File: config.mk
export PLATFORM = sky130hd
export DESIGN_NAME = execute
export DESIGN_NICKNAME = d
export VERILOG_FILES = /design/src/execute_pkg.sv /design/src/operandForward.sv /design/src/alu.sv /design/src/condUnit.sv /design/src/pipeExeMem.sv /design/src/execute.sv
export VERILOG_INCLUDE_DIRS = /design/src
export SDC_FILE = /design/constraint.sdc
export NUM_CORES = 2
export LEC_CHECK = 0
export ABC_AREA = 1
export BUFFER_PORTS_ARGS = -buffer_cell sky130_fd_sc_hd__buf_2
export CAP_MARGIN = 5
export CORE_ASPECT_RATIO = 1.75
export CORE_UTILIZATION = 45
export DETAILED_ROUTE_END_ITERATION = 7
export PLACE_DENSITY_LB_ADDON = 0.25
export SYNTH_ARGS = -nofsm -noshare
export SYNTH_HDL_FRONTEND = slang
export SYNTH_HIERARCHICAL = 1
export SYNTH_SLANG_ARGS = --single-unit
File: constraint.sdc
create_clock -name Clk -period 15.13 [get_ports Clk]
set_input_delay 1.513 -clock Clk [delete_from_list [all_inputs] [get_ports Clk]]
set_output_delay 1.513 -clock Clk [all_outputs]
set_load 0.02 [all_outputs]
File: src/execute_settings.svh
`ifndef EXECUTE_SETTINGS_SVH
`define EXECUTE_SETTINGS_SVH

// Datapath word width
`define DATA_WIDTH 32

// Register number width, sixteen architectural registers
`define REG_ADDR_WIDTH 4

// NZCV value after reset
`define FLAGS_RESET 4'b0000

`endif

File: src/execute_pkg.sv
`include "execute_settings.svh"

package execute_pkg;

	typedef logic [`DATA_WIDTH-1:0] word_t;
	typedef logic [`REG_ADDR_WIDTH-1:0] regAddr_t;

	// N is bit 3, V is bit 0
	typedef logic [3:0] flags_t;

	// 0 register file, 1 writeback, 2 memory stage, 3 same as 0
	typedef logic [1:0] fwdSel_t;

	typedef enum logic [3:0] {
		ALU_ADD = 4'd0,
		ALU_SUB = 4'd1,
		ALU_AND = 4'd2,
		ALU_ORR = 4'd3,
		ALU_EOR = 4'd4,
		ALU_MOV = 4'd5,
		ALU_MUL = 4'd6,
		ALU_MLA = 4'd7
	} aluOp_t;

	typedef enum logic [3:0] {
		COND_EQ  = 4'd0,
		COND_NE  = 4'd1,
		COND_CS  = 4'd2,
		COND_CC  = 4'd3,
		COND_MI  = 4'd4,
		COND_PL  = 4'd5,
		COND_VS  = 4'd6,
		COND_VC  = 4'd7,
		COND_HI  = 4'd8,
		COND_LS  = 4'd9,
		COND_GE  = 4'd10,
		COND_LT  = 4'd11,
		COND_GT  = 4'd12,
		COND_LE  = 4'd13,
		COND_AL  = 4'd14,
		COND_UNC = 4'd15
	} cond_t;

endpackage

File: src/operandForward.sv
`timescale 1ns/1ps

module operandForward import execute_pkg::*; (
	input  fwdSel_t forwardAE,
	input  fwdSel_t forwardBE,
	input  logic    aluSrcE,
	input  word_t   rdA,
	input  word_t   rdB,
	input  word_t   extImm,
	input  word_t   resultW,
	input  word_t   aluResultM,
	output word_t   srcA,
	output word_t   srcB,
	output word_t   writeData
);

	// Shared three-way selector for both operands
	function automatic word_t fwdMux(
		input fwdSel_t sel,
		input word_t   regVal,
		input word_t   wbVal,
		input word_t   memVal
	);
		word_t picked;
		case (sel)
			2'd1:    picked = wbVal;
			2'd2:    picked = memVal;
			default: picked = regVal;
		endcase
		return picked;
	endfunction

	word_t fwdB;

	assign srcA = fwdMux(forwardAE, rdA, resultW, aluResultM);
	assign fwdB = fwdMux(forwardBE, rdB, resultW, aluResultM);

	// Store data is taken before the immediate choice
	assign writeData = fwdB;
	assign srcB      = aluSrcE ? extImm : fwdB;

endmodule

File: src/alu.sv
`timescale 1ns/1ps
`include "execute_settings.svh"

module alu import execute_pkg::*; (
	input  word_t  srcA,
	input  word_t  srcB,
	input  word_t  rdC,
	input  aluOp_t aluControl,
	output word_t  result,
	output flags_t aluFlags
);

	logic                 isSub;
	logic                 isArith;
	word_t                bOperand;
	logic [`DATA_WIDTH:0] sum;
	word_t                product;
	logic                 carry;
	logic                 overflow;

	assign isSub   = (aluControl == ALU_SUB);
	assign isArith = (aluControl == ALU_ADD) || isSub;

	// SUB is A + ~B + 1, so carry out means no borrow
	assign bOperand = isSub ? ~srcB : srcB;
	assign sum = {1'b0, srcA} + {1'b0, bOperand} + {{`DATA_WIDTH{1'b0}}, isSub};

	// Low word of the product only
	assign product = srcA * srcB;

	assign carry = sum[`DATA_WIDTH];

	// Same-sign inputs giving a different-sign sum
	assign overflow = (srcA[`DATA_WIDTH-1] == bOperand[`DATA_WIDTH-1]) &&
		(sum[`DATA_WIDTH-1] != srcA[`DATA_WIDTH-1]);

	always_comb begin
		case (aluControl)
			ALU_ADD: result = sum[`DATA_WIDTH-1:0];
			ALU_SUB: result = sum[`DATA_WIDTH-1:0];
			ALU_AND: result = srcA & srcB;
			ALU_ORR: result = srcA | srcB;
			ALU_EOR: result = srcA ^ srcB;
			ALU_MOV: result = srcB;
			ALU_MUL: result = product;
			ALU_MLA: result = product + rdC;
			// Unused opcodes
			default: result = '0;
		endcase
	end

	always_comb begin
		aluFlags[3] = result[`DATA_WIDTH-1];
		aluFlags[2] = (result == '0);
		aluFlags[1] = isArith ? carry : 1'b0;
		aluFlags[0] = isArith ? overflow : 1'b0;
	end

endmodule

File: src/condUnit.sv
`timescale 1ns/1ps
`include "execute_settings.svh"

module condUnit import execute_pkg::*; (
	input  logic   Clk,
	input  logic   rstN,
	input  cond_t  condE,
	input  logic   flagWriteE,
	input  flags_t aluFlags,
	output logic   condEx,
	output flags_t flags
);

	logic n;
	logic z;
	logic c;
	logic v;

	// Condition is judged on the stored flags, not this cycle's ALU flags
	assign n = flags[3];
	assign z = flags[2];
	assign c = flags[1];
	assign v = flags[0];

	always_comb begin
		case (condE)
			COND_EQ:  condEx = z;
			COND_NE:  condEx = ~z;
			COND_CS:  condEx = c;
			COND_CC:  condEx = ~c;
			COND_MI:  condEx = n;
			COND_PL:  condEx = ~n;
			COND_VS:  condEx = v;
			COND_VC:  condEx = ~v;
			COND_HI:  condEx = c & ~z;
			COND_LS:  condEx = ~c | z;
			COND_GE:  condEx = (n == v);
			COND_LT:  condEx = (n != v);
			COND_GT:  condEx = ~z & (n == v);
			COND_LE:  condEx = z | (n != v);
			COND_AL:  condEx = 1'b1;
			COND_UNC: condEx = 1'b1;
			default:  condEx = 1'b1;
		endcase
	end

	// Only an instruction that actually executes may set flags
	always_ff @(posedge Clk) begin
		if (!rstN) begin
			flags <= `FLAGS_RESET;
		end else if (flagWriteE && condEx) begin
			flags <= aluFlags;
		end
	end

endmodule

File: src/pipeExeMem.sv
`timescale 1ns/1ps

module pipeExeMem import execute_pkg::*; (
	input  logic     Clk,
	input  logic     rstN,
	input  logic     regWriteIn,
	input  logic     pcSrcIn,
	input  logic     memToRegIn,
	input  logic     memWriteIn,
	input  word_t    aluResultIn,
	input  word_t    writeDataIn,
	input  regAddr_t wa3In,
	output logic     regWriteM,
	output logic     pcSrcM,
	output logic     memToRegM,
	output logic     memWriteM,
	output word_t    aluResultM,
	output word_t    writeDataM,
	output regAddr_t wa3M
);

	// Control bits, cleared so no bogus write leaves the stage
	always_ff @(posedge Clk) begin
		if (!rstN) begin
			regWriteM <= 1'b0;
			pcSrcM    <= 1'b0;
			memToRegM <= 1'b0;
			memWriteM <= 1'b0;
		end else begin
			regWriteM <= regWriteIn;
			pcSrcM    <= pcSrcIn;
			memToRegM <= memToRegIn;
			memWriteM <= memWriteIn;
		end
	end

	// Payload
	always_ff @(posedge Clk) begin
		aluResultM <= aluResultIn;
		writeDataM <= writeDataIn;
		wa3M       <= wa3In;
	end

endmodule

File: src/execute.sv
`timescale 1ns/1ps

module execute import execute_pkg::*; (
	input  logic     Clk,
	input  logic     rstN,
	input  logic     regWriteE,
	input  logic     pcSrcE,
	input  logic     branchE,
	input  logic     aluSrcE,
	input  logic     memToRegE,
	input  logic     flagWriteE,
	input  logic     memWriteE,
	input  fwdSel_t  forwardAE,
	input  fwdSel_t  forwardBE,
	input  word_t    rdA,
	input  word_t    rdB,
	input  word_t    rdC,
	input  word_t    extImm,
	input  word_t    resultW,
	input  regAddr_t wa3E,
	input  aluOp_t   aluControlE,
	input  cond_t    condE,
	output word_t    aluResultE,
	output word_t    aluResultM,
	output word_t    writeDataM,
	output regAddr_t wa3M,
	output flags_t   flags,
	output logic     branchTakenE,
	output logic     regWriteM,
	output logic     pcSrcM,
	output logic     memToRegM,
	output logic     memWriteM
);

	word_t  srcA;
	word_t  srcB;
	word_t  writeData;
	word_t  aluResult;
	flags_t aluFlags;
	logic   condEx;
	logic   regWriteGated;
	logic   pcSrcGated;
	logic   memWriteGated;

	// Memory-stage forward comes from our own EX/MEM register
	operandForward u_operandForward (
		.forwardAE  (forwardAE),
		.forwardBE  (forwardBE),
		.aluSrcE    (aluSrcE),
		.rdA        (rdA),
		.rdB        (rdB),
		.extImm     (extImm),
		.resultW    (resultW),
		.aluResultM (aluResultM),
		.srcA       (srcA),
		.srcB       (srcB),
		.writeData  (writeData)
	);

	alu u_alu (
		.srcA       (srcA),
		.srcB       (srcB),
		.rdC        (rdC),
		.aluControl (aluControlE),
		.result     (aluResult),
		.aluFlags   (aluFlags)
	);

	condUnit u_condUnit (
		.Clk        (Clk),
		.rstN       (rstN),
		.condE      (condE),
		.flagWriteE (flagWriteE),
		.aluFlags   (aluFlags),
		.condEx     (condEx),
		.flags      (flags)
	);

	// Side effects only happen when the condition passes
	assign regWriteGated = regWriteE & condEx;
	assign pcSrcGated    = pcSrcE & condEx;
	assign memWriteGated = memWriteE & condEx;
	assign branchTakenE  = branchE & condEx;

	assign aluResultE = aluResult;

	pipeExeMem u_pipeExeMem (
		.Clk         (Clk),
		.rstN        (rstN),
		.regWriteIn  (regWriteGated),
		.pcSrcIn     (pcSrcGated),
		.memToRegIn  (memToRegE),
		.memWriteIn  (memWriteGated),
		.aluResultIn (aluResult),
		.writeDataIn (writeData),
		.wa3In       (wa3E),
		.regWriteM   (regWriteM),
		.pcSrcM      (pcSrcM),
		.memToRegM   (memToRegM),
		.memWriteM   (memWriteM),
		.aluResultM  (aluResultM),
		.writeDataM  (writeDataM),
		.wa3M        (wa3M)
	);

endmodule

Word-level counts from Yosys, hierarchy flattened
Cells that the tools add are included.
- register bits: 76
- input port bits: 185
- output and inout bits: 109
- word-level logic and storage cells: 74
- $add $sub $neg: 3
- multiply operators: 1
- equality and inequality tests: 30
- muxes and demuxes: 8
- bitwise operators: 16
- reductions and logical operators: 8
- operators by type and width (kind ; number):
    case mux 32 bit (7 select lines) ; 1
    case mux 32 bit (2 select lines) ; 2
    two-way mux 32 bit ; 2
    adder 32 x 32 -> 33 bit ; 1
    adder 33 x 1 -> 33 bit ; 1
    adder 32 bit ; 1
    bitwise AND 32 bit ; 1
    equality test 4 x 3 -> 1 bit, second input constant ; 8
    equality test 4 bit, second input constant ; 8
    zero test 32 bit ; 1
    multiplier 32 x 32 -> 32 bit ; 1
    NOT 32 bit ; 1
    bitwise OR 32 bit ; 1
    XOR 32 bit ; 1
    equality test 4 x 2 -> 1 bit, second input constant ; 4
    case mux 1 bit (15 select lines) ; 1
    equality test 4 x 1 -> 1 bit, second input constant ; 2
    zero test 4 bit ; 2
    bitwise AND 1 bit ; 6
    equality test 2 x 1 -> 1 bit, second input constant ; 2
    equality test 2 bit, second input constant ; 2
    NOT 1 bit ; 4
    OR reduction 2 bit ; 2
    equality test 1 bit ; 2
    other kinds (5) ; 9

Depth between registers and ports, before layout
- depth after elaboration: 10
- depth in mapped cells: 58
- gate-level depth less buffers: 55

Modules after synthesis
The synthesis kept the hierarchy.
- by module, submodules not included (module ; instances ; cells an instance ; area each (um^2)):
    alu ; 1 ; 3493 ; 23354.9
    operandForward ; 1 ; 460 ; 2297.2
    pipeExeMem ; 1 ; 80 ; 1471.4
    condUnit ; 1 ; 84 ; 466.7
    execute ; 1 ; 8 ; 30.0

Worst setup path before layout
No wires, ideal clock.
- path type: input -> output
- from: in forwardBE[0]
- to: out aluResultE[30]
- data arrival time: 10.057 ns
- slack: 3.560 ns
- cell stages on the path: 45
- buffers on the path: 4
- cell sequence: inv_1 > ha_1 > buf_6 > clkinv_8 > buf_8 > nand3_2 > nand3_1 > nand2_1 > clkbuf_1 > buf_1 > nand2_1 > inv_1 > fa_1 > inv_1 > fa_1 > fa_1 > fa_1 > inv_1 > [9 not listed] > a21oi_1 > nand2_1 > a21boi_0 > o21ai_0 > xor2_1 > ha_1 > nand2_1 > nor2_1 > nand2_1 > or2_2 > nand3_1 > inv_1 > o21ai_0 > a21oi_1 > o21ai_0 > o2111ai_1 > nor2_1 > inv_1
- cells in the longest elaborated chain, start to end: 8
- elaborated cells between the ends (all ways): 14
- classes of those cells: add/sub (3); mul (1); eq/ne (2); mux (4); bitwise (4)
- ends and longest elaborated chain (element ; RTL line ; text):
    from (decl) ; execute.sv:14 ; input fwdSel_t forwardBE,
    equality test 2 bit / equality test 2 x 1 -> 1 bit (equally long branches) ; operandForward.sv:25 ; case (sel)
    case mux 32 bit (2 select lines) (*) ; operandForward.sv:25 ;
    two-way mux 32 bit (*) ; operandForward.sv:40 ; assign srcB = aluSrcE ? extImm : fwdB;
    named net srcB[3] ; execute.sv:36 ; word_t srcB;
    parallel branches: the longest is 4 deep, another holds multiplier 32 x 32 -> 32 bit ; -- ;
    case mux 32 bit (7 select lines) (*) ; alu.sv:38 ; case (aluControl)
    to (decl) ; execute.sv:23 ; output word_t aluResultE,
Mark *: on every way through the listed nets, which the timed path passes.

Worst setup path in the final report
- from: in forwardAE[0]
- to: out aluResultE[31]
- cells in the longest elaborated chain, start to end: 5
- elaborated cells between the ends (all ways): 11
- classes of those cells: add/sub (3); mul (1); eq/ne (2); mux (2); bitwise (3)
- ends and longest elaborated chain (element ; RTL line ; text):
    from (decl) ; execute.sv:13 ; input fwdSel_t forwardAE,
    equality test 2 bit / equality test 2 x 1 -> 1 bit (equally long branches) ; operandForward.sv:25 ;
    case mux 32 bit (2 select lines) (*) ; operandForward.sv:25 ;
    named net srcA[12] ; execute.sv:35 ; word_t srcA;
    multiplier 32 x 32 -> 32 bit / adder 32 x 32 -> 33 bit (equally long branches) ; alu.sv:29, alu.sv:26 ;
    adder 32 bit / adder 33 x 1 -> 33 bit (equally long branches) ; alu.sv:46, alu.sv:26 ;
    case mux 32 bit (7 select lines) (*) ; alu.sv:38 ;
The timed path passes the listed nets; every way through them passes the cells marked *.

==> summary.md <==
| Metric | Value |
|---|---|
| Outcome | `completed` |
| Buf/Inv on CP | `10` |
| CTS buffer count | `9` |
| Clk_lat worst skew | `0.37 ns` |
| Die width | `189 um` |
| First-pass GRT wire length | `161 mm` |
| Most common flop cell mapped by yosys | `dfxtp_1` |
| Crit. End Element | `output pin` |
| PortBufs | `293` |
| CP max FO | `20` |
| DRC violations left | `0` |
| Initial Utilization | `45.7%` |
| Num Clock Sinks | `76` |
| Share of cells above drive strength 1 | `11.3%` |
| Row cnt | `119` |
| Final Max Slew Viols | `0` |
| Drt total wl | `107 mm` |
| Syn Inst Count | `4125` |
| RSZ-0062 raised after global routing | `false` |
| Synth area leader | `fa_1` |
| Setup CP Type | `in -> out` |
| GRT Util Overall | `34.6%` |
| Worst-Margin Slew | `1.30 ns` |
| Mapped cell area | `27600 um2` |
| Max transition margin | `13.5%` |
| Avg WL per Cell | `20.8 um` |
| Slowest CP cell | `a21oi_2` |
| Final setup TNS | `0 ns` |
| Number of global-route vias before repair | `28164` |
| Clock tree buffer depth | `2` |
| Pre-CTS setup slack | `1.02 ns` |
| CP delay by family, top | `adder cells` |
| Post-synthesis sequential area ratio | `5.51%` |
| Fin. Hold Viols | `0` |
| Layout area overhead | `9.80%` |
| RePlAce Congestion | `1.04` |
| Fin crit share | `94.8%` |
| Clock transition at the registers of the reported paths | `0.07 ns` |
| Area share of the largest cell type after synthesis | `29.7%` |
| Via count | `27198` |
| Final setup fails | `0` |
| Most common cell on crit path | `fa_1` |
| Syn nets | `4973` |
| FFs w/ async S/R, synth | `0%` |
| Resize count post-CTS | `0` |
| Max-cap violations | `0` |
| Seq cells post-synth | `76` |
| Drt first pass iters | `6` |
| Violation count after the first detailed-route iteration | `1856` |
| Layout Skew | `0.0158 ns` |
| Ranking of synthesized cells by area | `fa_1, nand2_1, inv_1` |
| CTS tree | `built` |
| Netlist cell types | `51` |
| Die Area | `62400 um2` |
| Hold_buf cts | `0` |
| Number of I/O pins | `294` |
| Root buf cell | `clkbuf_16` |
| Yosys Warn Count | `6` |
| CP startpoint kind | `input port` |
| H-tree depth | `3` |
| CP max stage delay | `1.01 ns` |
| Largest net degree at the start of global routing | `33` |
| Post-route setup slack | `0.784 ns` |
| Avg Synthesized Cell Area | `6.70 um2` |
| Post-route minimum period | `14.35 ns` |
| Data arrival, critical path | `12.83 ns` |
| Core area | `60500 um2` |
| Worst hold slack | `0.615 ns` |
| Post-detail-place hpwl | `90.8 mm` |
| Initial antenna violation count | `3` |
| Die span in y | `330 um` |
| Setup bufs post-CTS | `0` |
| Gr ovfl total | `0` |
| Req. time, crit path | `13.62 ns` |
| Worst Hold Class | `reg -> reg` |
| Fin util | `50.2%` |
| Vias/cell | `5.29` |
| ANT nets after route | `0` |
| Number of synthesized flops with an enable pin | `0` |
| Max Clock Freq | `69.7 MHz` |
| Fin nets | `5197` |
[cells by family after synthesis]
logic type               after synthesis  share of synthesized area, %
AND/OR/NAND/NOR                     1805                          27.7
XOR/XNOR                              63                          2.02
adder cells (fa/ha/maj)              663                          41.2
flip-flops                            76                          5.51
AO/OA/AOI/OAI                        351                          6.99
buffers and inverters               1167                          16.6
[synthesized netlist by cell type (all sizes together) (2+ instances only)]
master and instances:
or2 17, nand2 1227, xor2 50, inv 997, o2111ai 3, a21boi 5, o22ai 2, o21bai 8
buf 83, clkbuf 84, fa 410, a21oi 196, a21o 9, nand4 20, nor4 7, and3 2
o21ai 97, nor2 205, dfxtp 76, a211oi 2, o221ai 6, nor3 17, clkinv 3, nand3 237
o21a 5, ha 253, xnor2 13, nand3b 27, a221oi 13, and2 45, o211ai 4
[placed cells by master, fill, tap and decap left out, types with 10 or more instances in the layout]
cell	count
nand2_1	1216
nand3b_1	27
xor2_1	49
nor3_1	17
o21ai_0	94
dfxtp_1	76
inv_1	991
nand2_2	10
a221oi_1	13
a21oi_2	15
buf_4	87
nand4_1	20
a21oi_1	176
ha_1	253
nand3_1	204
fa_1	410
and2_1	45
or2_2	14
xnor2_1	13
nand3_2	32
buf_2	293
nor2_1	194
[cell type report]
type | instances | area [um2]
Antenna cell | 1 | 2.50
Clock buffer | 9 | 225
Clock inverter | 6 | 65.1
Fill cell | 6418 | 30100
Inverter | 1000 | 3770
Multi-Input combinational cell | 2882 | 21600
Sequential cell | 76 | 1520
Tap cell | 786 | 983
Timing Repair Buffer | 380 | 2120
[worst register-to-register path: cells and delay by family, from the launching register on]
family,cells,cell delay (ns)
xor gates and xnor gates,1,0.46
and+or+nand+nor,17,2.34
buffers and inverters,8,0.78
DFF,1,0.47
adders and majority gates,10,4.73
AOI/OAI and AO/OA,6,1.96
[through the flow]
stage | instances | instance area, um2
after floorplan | 4125 | 27600
after global placement | 5124 | 30000
after detailed placement | 5124 | 30000
after CTS | 5139 | 30300
after global routing | 5140 | 30300
final | 5140 | 30300
[path summary, 6_finish.rpt]
check | from | endpoint | slack [ns] | cells past startpoint
max | forwardAE[0] | aluResultE[31] | 0.78 | 40
min | u_condUnit/flags[0] | u_condUnit/flags[0] | 0.62 | 4
max reg2reg | u_pipeExeMem/aluResultM[11] | u_condUnit/flags[2] | 4.32 | 42
min reg2reg | u_condUnit/flags[0] | u_condUnit/flags[0] | 0.62 | 4
[layer usage]
| layer | vias to the layer above | share of wire, % | global-route usage (%) |
|---|---|---|---|
| met4 | 4 | 9.2 | 27.6 |
| met5 | - | 0.025 | 0 |
| met2 | 1062 | 51 | 62.9 |
| met3 | 369 | 5.7 | 4.74 |
| met1 | 13079 | 34 | 35.5 |
| li1 | 12684 | - | - |
[state kept, by name (all words and copies together), names as in the netlist]
| name | flops |
|---|---|
| u_pipeExeMem/regWriteM | 1 |
| u_condUnit/flags | 4 |
| u_pipeExeMem/pcSrcM | 1 |
| u_pipeExeMem/memWriteM | 1 |
| u_pipeExeMem/writeDataM | 32 |
| u_pipeExeMem/wa3M | 4 |
| u_pipeExeMem/aluResultM | 32 |
| u_pipeExeMem/memToRegM | 1 |
Power is not shown: default switching activity piles up to over one toggle a cycle in this logic, so the estimate is an artifact.
